--- src/hw/sme_macros.svh ---
`ifndef SME_MACROS_SVH
`define SME_MACROS_SVH

// Character width and buffer capacities
`define SME_CHAR_W   8
`define SME_STR_LEN  32
`define SME_PAT_LEN  8

// Pattern control characters
`define SME_HAT      8'h5E
`define SME_DOLLAR   8'h24
`define SME_DOT      8'h2E

// Word separator in the text
`define SME_SPACE    8'h20

`endif
--- src/hw/sme_pkg.sv ---
`include "sme_macros.svh"

package sme_pkg;

    // One character
    typedef logic [`SME_CHAR_W-1:0] char_t;

    // Whole text, position 0 in the low byte
    typedef logic [`SME_STR_LEN*`SME_CHAR_W-1:0] text_t;

    // Text position or length, must hold the full length
    typedef logic [$clog2(`SME_STR_LEN+1)-1:0] str_pos_t;
    typedef logic [$clog2(`SME_STR_LEN)-1:0] str_idx_t;

    // Pattern position or length
    typedef logic [$clog2(`SME_PAT_LEN+1)-1:0] pat_idx_t;

    typedef logic [`SME_STR_LEN-1:0] offset_mask_t;

    typedef enum logic [1:0] {LOAD, MATCH, DONE} phase_t;

endpackage

--- src/hw/sme_first_match.sv ---
`include "sme_macros.svh"

module sme_first_match (
    input  logic                  clk,
    input  logic                  reset,
    input  sme_pkg::offset_mask_t alive,
    input  sme_pkg::offset_mask_t skip,
    input  logic                  last_step,
    output logic                  match,
    output sme_pkg::str_idx_t     match_index,
    output logic                  valid
);
    import sme_pkg::*;

    str_idx_t first_idx;
    logic     any_alive;

    // Lowest set bit wins, so scan from the top down
    always_comb
    begin
        first_idx = '0;
        for (int k = `SME_STR_LEN - 1; k >= 0; k--)
        begin
            if (alive[k])
            begin
                first_idx = str_idx_t'(k);
            end
        end
    end

    assign any_alive = |alive;

    always_ff @(posedge clk or posedge reset)
    begin
        if (reset)
        begin
            match       <= 1'b0;
            match_index <= '0;
            valid       <= 1'b0;
        end
        else
        begin
            valid <= last_step;
            if (last_step)
            begin
                match <= any_alive;
                // Step past a space eaten by a leading hat
                if (any_alive)
                begin
                    match_index <= first_idx + str_idx_t'(skip[first_idx]);
                end
            end
        end
    end

endmodule

--- config.mk ---
export PLATFORM = sky130hd
export DESIGN_NAME = sme_first_match
export DESIGN_NICKNAME = d
export VERILOG_FILES = /design/src/hw/sme_pkg.sv /design/src/hw/sme_first_match.sv
export VERILOG_INCLUDE_DIRS = /design/src /design/src/hw
export SDC_FILE = /design/constraint.sdc
export NUM_CORES = 1
export LEC_CHECK = 0
export ABC_AREA = 0
export BUFFER_PORTS_ARGS = -buffer_cell sky130_fd_sc_hd__buf_2
export CORE_MARGIN = 2
export CORE_UTILIZATION = 40
export CTS_BUF_LIST = sky130_fd_sc_hd__clkbuf_2
export CTS_CLUSTER_DIAMETER = 50
export DETAILED_ROUTE_END_ITERATION = 8
export PLACE_DENSITY = 0.75
export RECOVER_POWER = 50
export SLEW_MARGIN = 25
export SYNTH_ARGS = -nofsm -noshare
export SYNTH_HDL_FRONTEND = slang
export SYNTH_SLANG_ARGS = --single-unit
--- constraint.sdc ---
create_clock -name clk -period 0.8 [get_ports clk]
set_input_delay 0.08 -clock clk [delete_from_list [all_inputs] [get_ports clk]]
set_output_delay 0.08 -clock clk [all_outputs]
set_load 0.01 [all_outputs]
==> results.json <==
{
  "fin_hold_ws_ps": 70.55,
  "slowest_stage": "or4_4",
  "worst-path-max-fanout": 2,
  "clk_latency_ps": 240,
  "drv_slew": 0,
  "cts_sinks": 7,
  "synth_ff_type": "dfrtp_1",
  "critical_path_buf_inv_count": 1,
  "drv_cap": 0,
  "async_reset_ff_frac": 1.000,
  "die_w_microns": 58.40,
  "wl_mm": 4.622,
  "htreeDepth": 1,
  "synth_edf_count": 0,
  "drt_first_iter_violations": 79,
  "max_freq_mhz": 383.8,
  "dp.cells": 313,
  "grt_pass1_wl_mm": 6.962,
  "final_antenna_net_count": 0,
  "cp_common_cell": "o21ai_2",
  "drc": 0,
  "slew-limit-headroom": 0.7656,
  "nets": 363,
  "drive_gt1_frac": 0.5939,
  "yosysSeqAreaShare": 0.1480,
  "area_growth_pct": 91.76,
  "syn_area_per_cell_sq_um": 7.262,
  "hold_class": "primary input to register",
  "antenna_found_initial": 0,
  "synth_cell_types": 50,
  "grt_pass1_vias": 1665,
  "clockBufferDepth": 2,
  "period_share": 3.257,
  "status": "complete, but fails checks",
  "num_antenna_cells": 0,
  "grt_overflow": 0,
  "viasPerCell": 5.488,
  "port_buffers": 73,
  "io_pins": 74,
  "root_buffer": "clkbuf_2",
  "min_period_ps": 2605,
  "vdd_drop_max_uv": 971.1,
  "setup_viol": 13,
  "rsz0062_at_grt": "true",
  "setup_ws_ps": -1805,
  "core.rowCount": 19,
  "critPathKind": "primary input to register",
  "start_util": 0.4256,
  "dp_hpwl_mm": 3.637,
  "numCtsBuffers": 3,
  "die_y_microns": 58.40,
  "cts_tree": "built",
  "layout.cells.non_filler": 324,
  "critPathLaunchType": "primary input",
  "clkTransAtPathRegs_ps": 90,
  "hold_violations": 0,
  "groute.usage.overall": 0.2612,
  "core_area_sq_um": 2781,
  "postLayoutCoreUtil": 0.8160,
  "p_leak_nw": 1.100,
  "synth_nets": 232,
  "crit_chain": "buf_6, or4_4, o21ai_2, a21oi_2, o21ai_2, and2_4, mux4_2, a31oi_1, a32oi_1, ha_2, ha_4, mux2_4",
  "max_slew.worst_pin.slew_ps": 347.2,
  "finalPower_mw": 1.691,
  "die-area_sq_um": 3410,
  "synth_warnings": 0,
  "ys_seq_elements": 7,
  "critPathArrivalTime_ps": 2750,
  "avgRoutedWirePerCell_microns": 14.27,
  "grt_max_degree": 8,
  "critPathRequiredTime_ps": 940,
  "crit_path_end_kind": "register",
  "syn-cell-area_sq_um": 1184,
  "synthCells": 163,
  "violations": "negative setup slack",
  "num_vias": 1778,
  "firstDrtPassIters": 4,
  "pre_cts_ws_ps": -2079,
  "crit_family": "multiplexers",
  "slowest_delay_ps": 530,
  "power_density_nw_per_um2": 745.0,
  "place.gp.congestion": 0.9641,
  "finClkSkew_ps": 0
}
-- cell usage in the layout, fill, tap and decap left out, types with 5 or more instances in the layout --
master | Yosys | layout
nand2_1 | 24 | 22
nor4_4 | 0 | 5
o21ai_0 | 8 | 5
nor2_1 | 13 | 13
mux2i_1 | 6 | 6
inv_1 | 11 | 11
nand3_1 | 6 | 5
dfrtp_1 | 7 | 7
buf_6 | 0 | 10
nor3_1 | 6 | 5
buf_2 | 2 | 67
a21oi_1 | 10 | 9
buf_4 | 0 | 48
-- state kept, by name, summed over array words and instances (netlist names) --
register     flops
match_index      5
match            1
valid            1
-- synth_stat cells, drive strengths merged, types with 4 or more instances --
master,number,area share
nor4,8,0.042
and2,4,0.022
inv,13,0.045
o21ai,12,0.054
dfrtp,7,0.15
nor2,13,0.041
nand3,6,0.025
mux2i,6,0.051
nor3,6,0.025
a21oi,10,0.042
mux2,5,0.051
nand2b,4,0.021
nand2,26,0.095
-- per-stage QoR --
stage                     area [sq um]  setup TNS [ps]
after floorplan                   1328           -9315
after detailed placement          2076          -10940
after global routing              2270          -10150
after CTS                         2203           -9357
after global placement            2076          -10580
final                             2270           -9622
-- layout make-up --
type | count | area, sq um
fill | 181 | 511.7
sequential | 7 | 175.2
timing repair buffer | 128 | 843.3
multi-input combinational | 141 | 1139
inverter | 13 | 53.80
tap | 31 | 38.79
clock buffer | 4 | 20.02
-- power by group --
part | internal, mW | switching (mW)
clock network | 0.133 | 0.149
registers | 0.388 | 0.0225
logic | 0.546 | 0.453
total | 1.07 | 0.625
-- worst paths after layout --
path,depth (start not counted),endpoint,startpoint,slack (ps)
setup / recovery,12,match_index[1]$_DFFE_PP0P_,alive[24],-1810
hold / removal,2,match$_DFFE_PP0P_,last_step,70
setup reg to reg,1,match_index[1]$_DFFE_PP0P_,match_index[1]$_DFFE_PP0P_,20
hold reg to reg,2,match_index[4]$_DFFE_PP0P_,match_index[4]$_DFFE_PP0P_,490
max in group asynchronous,3,match_index[3]$_DFFE_PP0P_,reset,220
min in group asynchronous,3,match_index[2]$_DFFE_PP0P_,reset,340
-- logic make-up after synthesis --
logic type | synth area share
flip-flops | 0.1480
AO/OA/AOI/OAI | 0.2749
adder cells (fa/ha/maj) | 0.02114
multiplexers | 0.1205
XOR/XNOR | 0.02220
buffers and inverters | 0.05391
AND/OR/NAND/NOR | 0.3594
-- layer usage --
metal	share of wire	vias to the layer above	GRT usage
li1	-	881	-
met1	0.39	814	0.3098
met2	0.52	74	0.4928
met3	0.074	9	0.04615
met4	0.011	0	0.04319
met5	0	-	0
-- repair_timing --
action / CTS / global route
hold buffers: 1 / 1
gates resized for setup: 18 / 9
pin swaps: 8 / 3
endpoints found under the hold margin: 7 / 1
buffers inserted: 4 / 2
setup endpoints to repair: 13 / 13
No activity file was read; power rests on OpenSTA's default activity.
