## src/hw/sme_macros.svh

```systemverilog
`ifndef SME_MACROS_SVH
`define SME_MACROS_SVH

// Character width and buffer capacities
`define SME_CHAR_W   8
`define SME_STR_LEN  32
`define SME_PAT_LEN  8

// Pattern control characters
`define SME_HAT      8'h5E
`define SME_DOLLAR   8'h24
`define SME_DOT      8'h2E

// Word separator in the text
`define SME_SPACE    8'h20

`endif
```

## src/hw/sme_pkg.sv

```systemverilog
`include "sme_macros.svh"

package sme_pkg;

    // One character
    typedef logic [`SME_CHAR_W-1:0] char_t;

    // Whole text, position 0 in the low byte
    typedef logic [`SME_STR_LEN*`SME_CHAR_W-1:0] text_t;

    // Text position or length, must hold the full length
    typedef logic [$clog2(`SME_STR_LEN+1)-1:0] str_pos_t;
    typedef logic [$clog2(`SME_STR_LEN)-1:0] str_idx_t;

    // Pattern position or length
    typedef logic [$clog2(`SME_PAT_LEN+1)-1:0] pat_idx_t;

    typedef logic [`SME_STR_LEN-1:0] offset_mask_t;

    typedef enum logic [1:0] {LOAD, MATCH, DONE} phase_t;

endpackage

```

## src/hw/sme_offset_matcher.sv

```systemverilog
`include "sme_macros.svh"

module sme_offset_matcher #(
    parameter int OFFSET = 0
) (
    input  logic              clk,
    input  logic              reset,
    input  sme_pkg::text_t    text,
    input  sme_pkg::str_pos_t text_len,
    input  sme_pkg::char_t    pat_char,
    input  logic              step,
    input  logic              first_step,
    output logic              alive,
    output logic              skip
);
    import sme_pkg::*;

    localparam int POS_AW = $clog2(`SME_STR_LEN);

    str_pos_t pos;
    str_pos_t cur_pos;
    char_t    text_char;
    logic     alive_q;
    logic     skip_q;
    logic     cur_alive;
    logic     in_text;
    logic     is_space;
    logic     is_hat;
    logic     pass;
    logic     advance;
    logic     alive_next;
    logic     skip_next;

    // Each run restarts at this cell's own offset
    assign cur_pos   = first_step ? str_pos_t'(OFFSET) : pos;
    assign cur_alive = first_step || alive_q;
    assign in_text   = cur_pos < text_len;
    assign text_char = text[cur_pos[POS_AW-1:0]*`SME_CHAR_W +: `SME_CHAR_W];
    assign is_space  = in_text && (text_char == `SME_SPACE);
    assign is_hat    = (pat_char == `SME_HAT);

    always_comb
    begin
        advance = 1'b1;
        case (pat_char)
            `SME_HAT:
            begin
                // Start of text holds the position, a space is consumed
                pass    = (cur_pos == '0) || is_space;
                advance = (cur_pos != '0);
            end
            `SME_DOLLAR:
            begin
                pass    = (cur_pos == text_len) || is_space;
                advance = (cur_pos != text_len);
            end
            `SME_DOT: pass = in_text;
            default:  pass = in_text && (text_char == pat_char);
        endcase
    end

    assign alive_next = cur_alive && pass;
    assign skip_next  = first_step ? (is_hat && pass && advance) : skip_q;

    always_ff @(posedge clk or posedge reset)
    begin
        if (reset)
        begin
            pos     <= '0;
            alive_q <= 1'b0;
            skip_q  <= 1'b0;
        end
        else if (step)
        begin
            pos     <= advance ? cur_pos + str_pos_t'(1) : cur_pos;
            alive_q <= alive_next;
            skip_q  <= skip_next;
        end
    end

    // Look-ahead so the picker samples the last step's outcome
    assign alive = step ? alive_next : alive_q;
    assign skip  = step ? skip_next : skip_q;

endmodule

```

## config.mk

```make
export PLATFORM = sky130hd
export DESIGN_NAME = sme_offset_matcher
export DESIGN_NICKNAME = d
export VERILOG_FILES = /design/src/hw/sme_pkg.sv /design/src/hw/sme_offset_matcher.sv
export VERILOG_INCLUDE_DIRS = /design/src /design/src/hw
export SDC_FILE = /design/constraint.sdc
export NUM_CORES = 1
export LEC_CHECK = 0
export BUFFER_PORTS_ARGS = -buffer_cell sky130_fd_sc_hd__buf_2
export CAP_MARGIN = 10
export CORE_AREA = 2 2 108 110
export CTS_BUF_LIST = sky130_fd_sc_hd__clkbuf_2
export DETAILED_ROUTE_END_ITERATION = 10
export DIE_AREA = 0 0 110 112
export GPL_TIMING_DRIVEN = 0
export MAX_ROUTING_LAYER = met4
export PLACE_DENSITY_LB_ADDON = 0.12
export REMOVE_ABC_BUFFERS = 1
export SETUP_SLACK_MARGIN = 0.15
export SLEW_MARGIN = 20
export SYNTH_ARGS = -nofsm -noshare
export SYNTH_HDL_FRONTEND = slang
export SYNTH_SLANG_ARGS = --single-unit
export TNS_END_PERCENT = 20
```

## constraint.sdc

```tcl
create_clock -name clk -period 3.8 [get_ports clk]
set_input_delay 0.38 -clock clk [delete_from_list [all_inputs] [get_ports clk]]
set_output_delay 0.38 -clock clk [all_outputs]
set_load 0.01 [all_outputs]
```

==> impl_metrics.py <==
metrics = {
    "timing": {
        "layout_min_cycle_time_ns": 3.52,
        "final.setup.worst_slack_ns": 0.277,
        "timing_worst_slew_pin_value_ns": 0.586,
        "layout_worst_path_cycle_share": 0.927,
        "whs_ns": 0.0772,
        "clock-skew-final_ns": 0.00376,
        "slew_viol_final": 0,
        "rsz0062_at_grt": "no",
        "max_freq_mhz": 284,
        "maxSlewHeadroom": 0.606,
        "number_of_failing_setup_endpoints_in_the_final_timing_report": 0,
        "hold_violations": 0,
    },
    "layout": {
        "drive_gt1_frac": 0.498,
        "layout.area.seq_um2": 209,
        "final.fill_count": 1173,
        "layout.cells.non_filler": 877,
        "fin_area_um2": 5290,
        "multiInputGateArea_um2": 3110,
        "synthToLayoutAreaGrowth_pct": 45.3,
        "layout.nets": 1012,
        "fin_util": 0.473,
    },
    "synth": {
        "synthXorXnorAreaFrac": 0.00722,
        "synth_async_sr_flop_share": 1.00,
        "synth.mux.area_fraction": 0.250,
        "syn_avg_cell_area_um2": 7.76,
        "synth_top_family_by_area": "compound AO/OA/AOI/OAI gates",
        "yosys-top-cells-count": "mux2i_1 (55), nand2_1 (39), a21oi_1 (30)",
        "yosys.area.top_type_share": 0.151,
        "yosys_register_bits": 8,
        "compound_gate_fraction_of_synth_area": 0.341,
        "synth_warnings": 0,
        "synth_simple_gate_area_share": 0.205,
        "yosys.cell_types.count": 82,
        "seq_area_frac_synth": 0.0550,
        "synthCells": 469,
        "synth_top_area_cell": "mux2i_1",
        "post_synth_main_area_contributors": "mux2i_1 (15%), dfrtp_1 (5.5%), buf_6 (5.3%)",
        "synth_flop_cell": "dfrtp_1",
        "syn-cell-area_um2": 3640,
        "most_repeated_cell_in_the_gate_level_netlist_after_synthesis": "mux2i_1",
        "synth_fa_ha_area_frac": 0.0275,
        "synth-edff-count": 0,
    },
    "routing": {
        "antenna_violating_nets_post_route": 0,
        "first_pass_iters": 4,
        "postRouteWirelength_um": 16600,
        "drt_iter0_markers": 204,
        "wire_per_inst_um": 18.9,
        "via_per_inst": 5.50,
        "post-route-drc-count": 0,
        "vias": 4825,
    },
    "worst_setup_path": {
        "arrival_time_of_the_worst_setup_path_ns": 3.14,
        "cp_launch_type": "flip-flop",
        "cp_data_required_time_ns": 3.42,
        "worstSetupPathType": "reg -> out",
        "critPathCaptureType": "output pin",
        "cp_max_fo": 16,
    },
    "grt": {
        "grt_start_max_net_pins": 58,
        "use_met1": 0.290,
        "vias_in_the_first_global_route": 4760,
        "grt_usage": 0.259,
        "grt_util_met3": 0.0386,
        "wire_length_of_the_first_global_routing_pass_um": 24300,
        "top_usage_layer": "met2",
        "grt_overflow_total": 0,
        "antenna_found_initial": 5,
        "grt_use_met2": 0.477,
    },
    "cts": {
        "clock_tree.htree_level_count": 1,
        "clock_sinks": 8,
        "cts_tree": "built",
        "ctsRootBufferMaster": "clkbuf_2",
        "cts_inserted_buffers": 3,
        "skew_pair_late_insertion_delay_ns": 0.23,
        "worst_setup_hold_path_clk_slew_ns": 0.08,
        "cts-root-to-sink-buffers": 2,
    },
    "pwr": {
        "p_leak_uw": 0.00254,
        "power-per-cell-area_nw_per_um2": 195,
        "max-vdd-ir-drop_mv": 0.140,
    },
    "die": {
        "fp.dieW_um": 110,
        "die_h_um": 112,
        "starting_density": 0.326,
        "dieArea_um2": 12300,
        "ioPinCount": 276,
        "num_rows": 39,
        "core-area_um2": 11200,
    },
    "run": {
        "timing.max_cap.violations": 0,
    },
    "status": {
        "status": "completed",
    },
    "placement": {
        "dp_hpwl_um": 12800,
        "postPlaceCellArea_um2": 4940,
        "io_buffers": 275,
        "dpl_worst_slack_ns": -1.27,
        "gp_congestion": 0.941,
        "dp.cells": 849,
    },
    "hold_path": {
        "class_of_the_tightest_hold_or_removal_check": "in -> async",
    },
}
## worst paths after layout
path | from | to | slack, ns | depth (start not counted)
max | pos[0] | skip | 0.28 | 14
min | reset | pos[2] | 0.08 | 2
max reg2reg | pos[0] | skip_q | 0.96 | 13
min reg2reg | skip_q | skip_q | 0.49 | 2
max in group asynchronous | reset | pos[0] | 3.47 | 2
min in group clk | skip_q | skip_q | 0.49 | 2
## flip-flops by register name, indices dropped and copies added, names as in the netlist
| register | cells |
|---|---|
| skip_q | 1 |
| alive_q | 1 |
| pos | 6 |
## report_power, final
| group | switching (uW) | leakage, uW | internal, uW |
|---|---|---|---|
| clock | 28.3 | 0.0000166 | 28.0 |
| sequential | 17.6 | 0.000102 | 95.5 |
| combinational | 441 | 0.00243 | 423 |
## metal layers
metal / share of wire / vias up
li1: - / 2373
met1: 0.40 / 2218
met2: 0.52 / 220
met3: 0.077 / 14
met4: 0.011 / 0
met5: 0 / -
## area by class of cell
cell class	instances	area share
antenna	5	0.00237
tap	143	0.0338
multi-input combinational	398	0.588
sequential	8	0.0395
clock buffer	4	0.00379
timing repair buffer	297	0.315
inverter	22	0.0182
## layout by cell type (no fill, tap or decap), types with 6 or more instances in the layout
master | Yosys | layout
nor3_1 | 11 | 11
o211ai_1 | 7 | 7
nor2_1 | 20 | 18
buf_2 | 11 | 274
o22ai_1 | 19 | 19
ha_1 | 8 | 8
nand2_1 | 39 | 39
nand3b_1 | 6 | 6
o21ai_0 | 24 | 24
mux2i_1 | 55 | 55
mux2_2 | 16 | 16
nand3_1 | 9 | 9
a21oi_1 | 30 | 28
nor3b_1 | 8 | 8
mux4_2 | 6 | 6
a221oi_1 | 9 | 9
inv_1 | 16 | 15
a22oi_1 | 11 | 11
buf_4 | 7 | 15
a32o_1 | 7 | 7
## cell families (layout without fill, tap and decap cells)
kind of cell | Yosys count | count (layout)
AOI/OAI and AO/OA | 172 | 172
xor gates and xnor gates | 3 | 3
adders and majority gates | 8 | 8
buffers and inverters | 63 | 323
DFF | 8 | 8
muxes | 81 | 81
other | 0 | 5
and+or+nand+nor | 134 | 134
## critical path: stages (launching register included)
cell	delay, ns
dfrtp_4	0.52
buf_16	0.18
and2b_4	0.20
inv_6	0.10
ha_1	0.16
nor2b_1	0.05
o21ai_0	0.17
a21oi_1	0.11
a211oi_2	0.30
o31ai_1	0.14
a211oi_1	0.20
o211a_2	0.25
a41oi_4	0.17
o21ai_2	0.20
buf_2	0.16
## through the flow
stage | setup TNS, ns | power, uW
CTS | 0 | 1010
global placement | -22.77 | 891
floorplan | -8.30 | 592
finish | 0 | 1030
detailed placement | -5.07 | 894
global route | 0 | 1120
## timing repair
item | CTS | global route
resized for setup | 18 | 13
setup buffers | 12 | 5
gates cloned | 1 | 1
pin swaps | 1 | 5
hold buffers | 0 | 0
setup endpoints to repair | 8 | 2
No activity file was read; power rests on OpenSTA's default activity.
