$ cat config.mk
export PLATFORM = sky130hd
export DESIGN_NAME = sme_load_sequencer
export DESIGN_NICKNAME = d
export VERILOG_FILES = /design/src/hw/sme_pkg.sv /design/src/hw/sme_load_sequencer.sv
export VERILOG_INCLUDE_DIRS = /design/src /design/src/hw
export SDC_FILE = /design/constraint.sdc
export NUM_CORES = 1
export LEC_CHECK = 0
export BUFFER_PORTS_ARGS = -buffer_cell sky130_fd_sc_hd__buf_2
export CORE_MARGIN = 4
export CORE_UTILIZATION = 49
export DETAILED_ROUTE_END_ITERATION = 8
export PLACE_DENSITY = 0.83
export SYNTH_ARGS = -nofsm -noshare
export SYNTH_HDL_FRONTEND = slang
export SYNTH_SLANG_ARGS = --single-unit
$ cat constraint.sdc
create_clock -name clk -period 8.1 [get_ports clk]
set_clock_uncertainty 0.15 [all_clocks]
set_input_delay 0.405 -clock clk [delete_from_list [all_inputs] [get_ports clk]]
set_output_delay 0.405 -clock clk [all_outputs]
set_load 0.05 [all_outputs]
$ cat src/hw/sme_macros.svh
`ifndef SME_MACROS_SVH
`define SME_MACROS_SVH

// Character width and buffer capacities
`define SME_CHAR_W   8
`define SME_STR_LEN  32
`define SME_PAT_LEN  8

// Pattern control characters
`define SME_HAT      8'h5E
`define SME_DOLLAR   8'h24
`define SME_DOT      8'h2E

// Word separator in the text
`define SME_SPACE    8'h20

`endif
$ cat src/hw/sme_pkg.sv
`include "sme_macros.svh"

package sme_pkg;

    // One character
    typedef logic [`SME_CHAR_W-1:0] char_t;

    // Whole text, position 0 in the low byte
    typedef logic [`SME_STR_LEN*`SME_CHAR_W-1:0] text_t;

    // Text position or length, must hold the full length
    typedef logic [$clog2(`SME_STR_LEN+1)-1:0] str_pos_t;
    typedef logic [$clog2(`SME_STR_LEN)-1:0] str_idx_t;

    // Pattern position or length
    typedef logic [$clog2(`SME_PAT_LEN+1)-1:0] pat_idx_t;

    typedef logic [`SME_STR_LEN-1:0] offset_mask_t;

    typedef enum logic [1:0] {LOAD, MATCH, DONE} phase_t;

endpackage

$ cat src/hw/sme_load_sequencer.sv
`include "sme_macros.svh"

module sme_load_sequencer (
    input  logic              clk,
    input  logic              reset,
    input  sme_pkg::char_t    chardata,
    input  logic              isstring,
    input  logic              ispattern,
    output sme_pkg::text_t    text,
    output sme_pkg::str_pos_t text_len,
    output sme_pkg::char_t    pat_char,
    output logic              step,
    output logic              first_step,
    output logic              last_step
);
    import sme_pkg::*;

    localparam int POS_AW = $clog2(`SME_STR_LEN);
    localparam int PAT_AW = $clog2(`SME_PAT_LEN);

    phase_t   phase;
    phase_t   phase_next;
    char_t    pattern [`SME_PAT_LEN];
    pat_idx_t pat_len;
    pat_idx_t pat_ptr;
    logic     prev_isstring;
    logic     prev_ispattern;
    logic     loaded;
    logic     str_wr;
    logic     pat_wr;
    logic     new_str_run;
    logic     new_pat_run;
    logic     start_match;

    // ============================================================
    // Load side
    // ============================================================
    assign str_wr      = (phase == LOAD) && isstring;
    assign pat_wr      = (phase == LOAD) && ispattern;
    assign new_str_run = str_wr && !prev_isstring;
    assign new_pat_run = pat_wr && !prev_ispattern;

    // Idle cycle after some load, and a pattern to walk
    assign start_match = (phase == LOAD) && !isstring && !ispattern && loaded
                         && (pat_len != '0);

    always_ff @(posedge clk or posedge reset)
    begin
        if (reset)
        begin
            prev_isstring  <= 1'b0;
            prev_ispattern <= 1'b0;
            loaded         <= 1'b0;
        end
        else
        begin
            prev_isstring  <= str_wr;
            prev_ispattern <= pat_wr;
            if (start_match)
            begin
                loaded <= 1'b0;
            end
            else if (str_wr || pat_wr)
            begin
                loaded <= 1'b1;
            end
        end
    end

    // New text run zeroes the unwritten bytes
    always_ff @(posedge clk or posedge reset)
    begin
        if (reset)
        begin
            text     <= '0;
            text_len <= '0;
        end
        else if (new_str_run)
        begin
            text     <= text_t'(chardata);
            text_len <= str_pos_t'(1);
        end
        else if (str_wr && (text_len < str_pos_t'(`SME_STR_LEN)))
        begin
            text[text_len[POS_AW-1:0]*`SME_CHAR_W +: `SME_CHAR_W] <= chardata;
            text_len <= text_len + str_pos_t'(1);
        end
    end

    always_ff @(posedge clk or posedge reset)
    begin
        if (reset)
        begin
            pat_len <= '0;
        end
        else if (new_pat_run)
        begin
            pat_len <= pat_idx_t'(1);
        end
        else if (pat_wr && (pat_len < pat_idx_t'(`SME_PAT_LEN)))
        begin
            pat_len <= pat_len + pat_idx_t'(1);
        end
    end

    always_ff @(posedge clk)
    begin
        if (new_pat_run)
        begin
            pattern[0] <= chardata;
        end
        else if (pat_wr && (pat_len < pat_idx_t'(`SME_PAT_LEN)))
        begin
            pattern[pat_len[PAT_AW-1:0]] <= chardata;
        end
    end

    // ============================================================
    // Phase FSM and pattern walk
    // ============================================================
    always_comb
    begin
        phase_next = phase;
        case (phase)
            LOAD:    phase_next = start_match ? MATCH : LOAD;
            MATCH:   phase_next = last_step ? DONE : MATCH;
            DONE:    phase_next = LOAD;
            default: phase_next = LOAD;
        endcase
    end

    always_ff @(posedge clk or posedge reset)
    begin
        if (reset)
        begin
            phase   <= LOAD;
            pat_ptr <= '0;
        end
        else
        begin
            phase <= phase_next;
            if (step)
            begin
                pat_ptr <= last_step ? '0 : pat_ptr + pat_idx_t'(1);
            end
        end
    end

    // One pattern character per MATCH cycle
    assign step       = (phase == MATCH);
    assign first_step = step && (pat_ptr == '0);
    assign last_step  = step && (pat_ptr == pat_len - pat_idx_t'(1));
    assign pat_char   = pattern[pat_ptr[PAT_AW-1:0]];

endmodule

==> results.py <==
metrics = {
    "placed_design": {
        "port_buffers": 284,
        "dpl_cell_area_mm2": 0.01501,
        "dp_slack_ps": 4498,
        "post-dp-hpwl_um": 26840,
        "place_congestion": 0.8965,
        "dp.cells": 1517,
    },
    "layout": {
        "drive_gt1_share_pct": 33.33,
        "synthToLayoutAreaGrowth_pct": 22.05,
        "num_antenna_cells": 0,
        "design_area_mm2": 0.01616,
        "nFillCells": 2009,
        "final_util_pct": 61.33,
        "nets": 1240,
        "regArea_mm2": 0.008803,
        "stdcell_count": 1580,
        "multiInputGateArea_mm2": 0.004209,
    },
    "clock_network": {
        "root_buffer": "clkbuf_16",
        "ctsResizeCount": 0,
        "numCtsBuffers": 35,
        "insertion_delay_ps": 510,
        "cts_tree": "built",
        "clk_pin_slew_worst_paths_ps": 60,
        "h-tree-depth": 2,
        "cts.sinks": 339,
        "post_cts_buffers": 0,
        "clock_path_buffers": 3,
    },
    "run_status": {
        "outcome": "complete, no violations",
    },
    "synth": {
        "yosys-top-cells-count": "275 x dfrtp_1, 214 x a22o_1, 64 x edfxtp_1",
        "postSynthAreaPerCell_um2": 14.19,
        "synth_most_common_cell": "dfrtp_1",
        "synth_top_family_by_area": "compound AO/OA/AOI/OAI gates",
        "netlist.area_leader.share_pct": 51.97,
        "syn-num-nets": 953,
        "synthCells": 933,
        "synthXorXnorAreaFrac_pct": 0.8599,
        "ys_seq_area_share_pct": 66.48,
        "yosys.area_share.simple_pct": 6.907,
        "syn_area_mm2": 0.01324,
        "synth_adder_area_share_pct": 0.7559,
        "synth_flop_cell": "dfrtp_1",
        "synth_enable_flop_cells": 64,
        "netlist.top_cell.by_area": "dfrtp_1",
        "synth-compound-area-share_pct": 18.84,
        "yosysUniqueCellTypes": 56,
        "ys_warn_count": 0,
        "async_flop_share_pct": 81.12,
        "ys_top_cells_by_area": "dfrtp_1 52%, edfxtp_1 15%, a22o_1 14%",
        "muxShareOfSynthArea_pct": 4.158,
        "ys_seq_elements": 339,
    },
    "detailed_routing": {
        "dr_total_vias": 9699,
        "wire_per_inst_um": 24.98,
        "vias_per_cell": 6.139,
        "drtIter0Drc": 780,
        "ant_nets": 0,
        "totalWireLength_um": 39470,
        "drt_pass1_iterations": 5,
        "route.detailed.drc": 0,
    },
    "timing": {
        "layout_setup_ws_ps": 4367,
        "finalCritPeriodShare_pct": 46.09,
        "period_needed_ps": 3733,
        "whs_ps": 58.79,
        "final-setup-viol-count": 0,
        "setup_tns_ps": 0,
        "slew_viol_final": 0,
        "max-slew-margin-rel_pct": 16.31,
        "rsz0062_at_grt": "false",
        "finalHoldViolations": 0,
        "fmax_mhz": 267.9,
        "tightest_slew_ps": 1254,
    },
    "die": {
        "dieArea_mm2": 0.02972,
        "die_w_um": 172.4,
        "die_h_um": 172.4,
        "io_pins": 285,
        "design.core.area_mm2": 0.02635,
        "placementRows": 59,
        "start_util_pct": 50.24,
    },
    "global_route": {
        "grt_max_degree": 172,
        "grt_pass1_vias": 9585,
        "grt_pass1_wl_um": 58970,
        "grt_use_total_pct": 25.90,
        "globalRoute.totalOverflow": 0,
        "antenna_found_initial": 0,
    },
    "pwr": {
        "ir_drop_mv": 0.1934,
        "power_density_mw_per_mm2": 320.6,
        "p_leak_nw": 8.008,
        "power_mw": 5.182,
    },
    "worst_hold_path": {
        "hp-class": "in2reg",
    },
    "setup_path": {
        "end_kind": "flip-flop",
        "cp-endpoint": "text[219]",
        "reg2reg_to": "text[219]",
        "setup.worst_path.start": "text_len[0]",
        "worst-r2r-setup-slack_ps": 4370,
        "worstPathArrival_ps": 4010,
        "crit_type": "reg2reg",
        "path_max_fanout": 22,
        "r2r-start": "text_len[0]",
        "r2r_cells": 7,
        "cp_data_required_time_ps": 8380,
        "startpoint_type": "flip-flop",
    },
    "job": {
        "maxCapViolations": 0,
    },
}
==> final cells by class <==
cell class                      instances  area share, %
Timing Repair Buffer                  296          9.445
Multi-Input combinational cell        532          26.04
Tap cell                              335          2.593
Clock buffer                           54          6.294
Inverter                               16         0.3948
Sequential cell                       339          54.47
Clock inverter                          8         0.7587
==> worst max-delay path, cell delays in order, from the launching register on <==
cell and delay [ps]:
dfrtp_1 650, inv_1 190, ha_1 340, nor2b_1 210, nand2_1 540, nand3_1 270
nor2_2 1000, a22o_1 290
==> layout by cell type, fill, tap and decap left out, types with 3 or more instances in the layout <==
cell and n:
nor2b_1 4, nor4_1 3, and2_1 6, bufinv_16 3
a21oi_1 22, clkbuf_16 35, nand4_1 10, nor2_1 53
buf_4 10, buf_2 284, and3_1 3, o21ai_0 3
mux4_2 16, clkbuf_8 7, clkinv_2 3, nand2_1 39
nand3_1 11, clkbuf_1 12, a21oi_2 12, xnor2_1 5
o2bb2ai_1 24, dfrtp_1 275, a22o_1 214, ha_1 8
inv_1 15, o21ai_1 11, edfxtp_1 64, nor2_2 7
mux2_2 16, nor3_2 3, nor3_1 12, xor2_1 8
nand2b_1 5
==> kinds of logic (layout without fill, tap and decap cells) <==
logic type,Yosys count,in the layout
fa+ha+maj,8,8
buf+inv,62,374
xor+xnor,13,13
simple gates,176,176
flops,339,339
mux,33,33
compound gates,302,302
==> report_power, final <==
| part | total, mW | internal (mW) | switching [mW] |
|---|---|---|---|
| registers | 1.97 | 1.85 | 0.123 |
| logic | 1.60 | 0.390 | 1.21 |
| clock network | 1.61 | 0.962 | 0.649 |
==> sequential cells by signal (all words and copies together) (netlist names) <==
signal	count
text	256
pattern	64
text_len	6
pat_len	4
pat_ptr	4
phase	2
loaded	1
prev_ispattern	1
prev_isstring	1
==> layer usage <==
metal  track usage, %  wire [um]
met5           0.3344          0
met4            7.861       1222
met3            7.385       3613
met2            39.76      18330
met1            36.33      16310
==> how the worst min path moves through the flow <==
stage	start	to	slack, ps	depth (start not counted)
5_1_grt	ispattern	phase[0]	70	4
3_5_place_dp	text[103]	text[103]	320	1
3_3_place_gp	text[97]	text[97]	320	1
2_1_floorplan	loaded	phase[0]	320	2
4_1_cts	ispattern	phase[0]	40	4
6_report	ispattern	phase[0]	60	4
==> repair_timing <==
item | CTS | global route
hold buffers | 1 | 0
hold endpoints to repair | 45 | 0
setup endpoints to repair | 0 | 0
No activity file was read; power rests on OpenSTA's default activity.
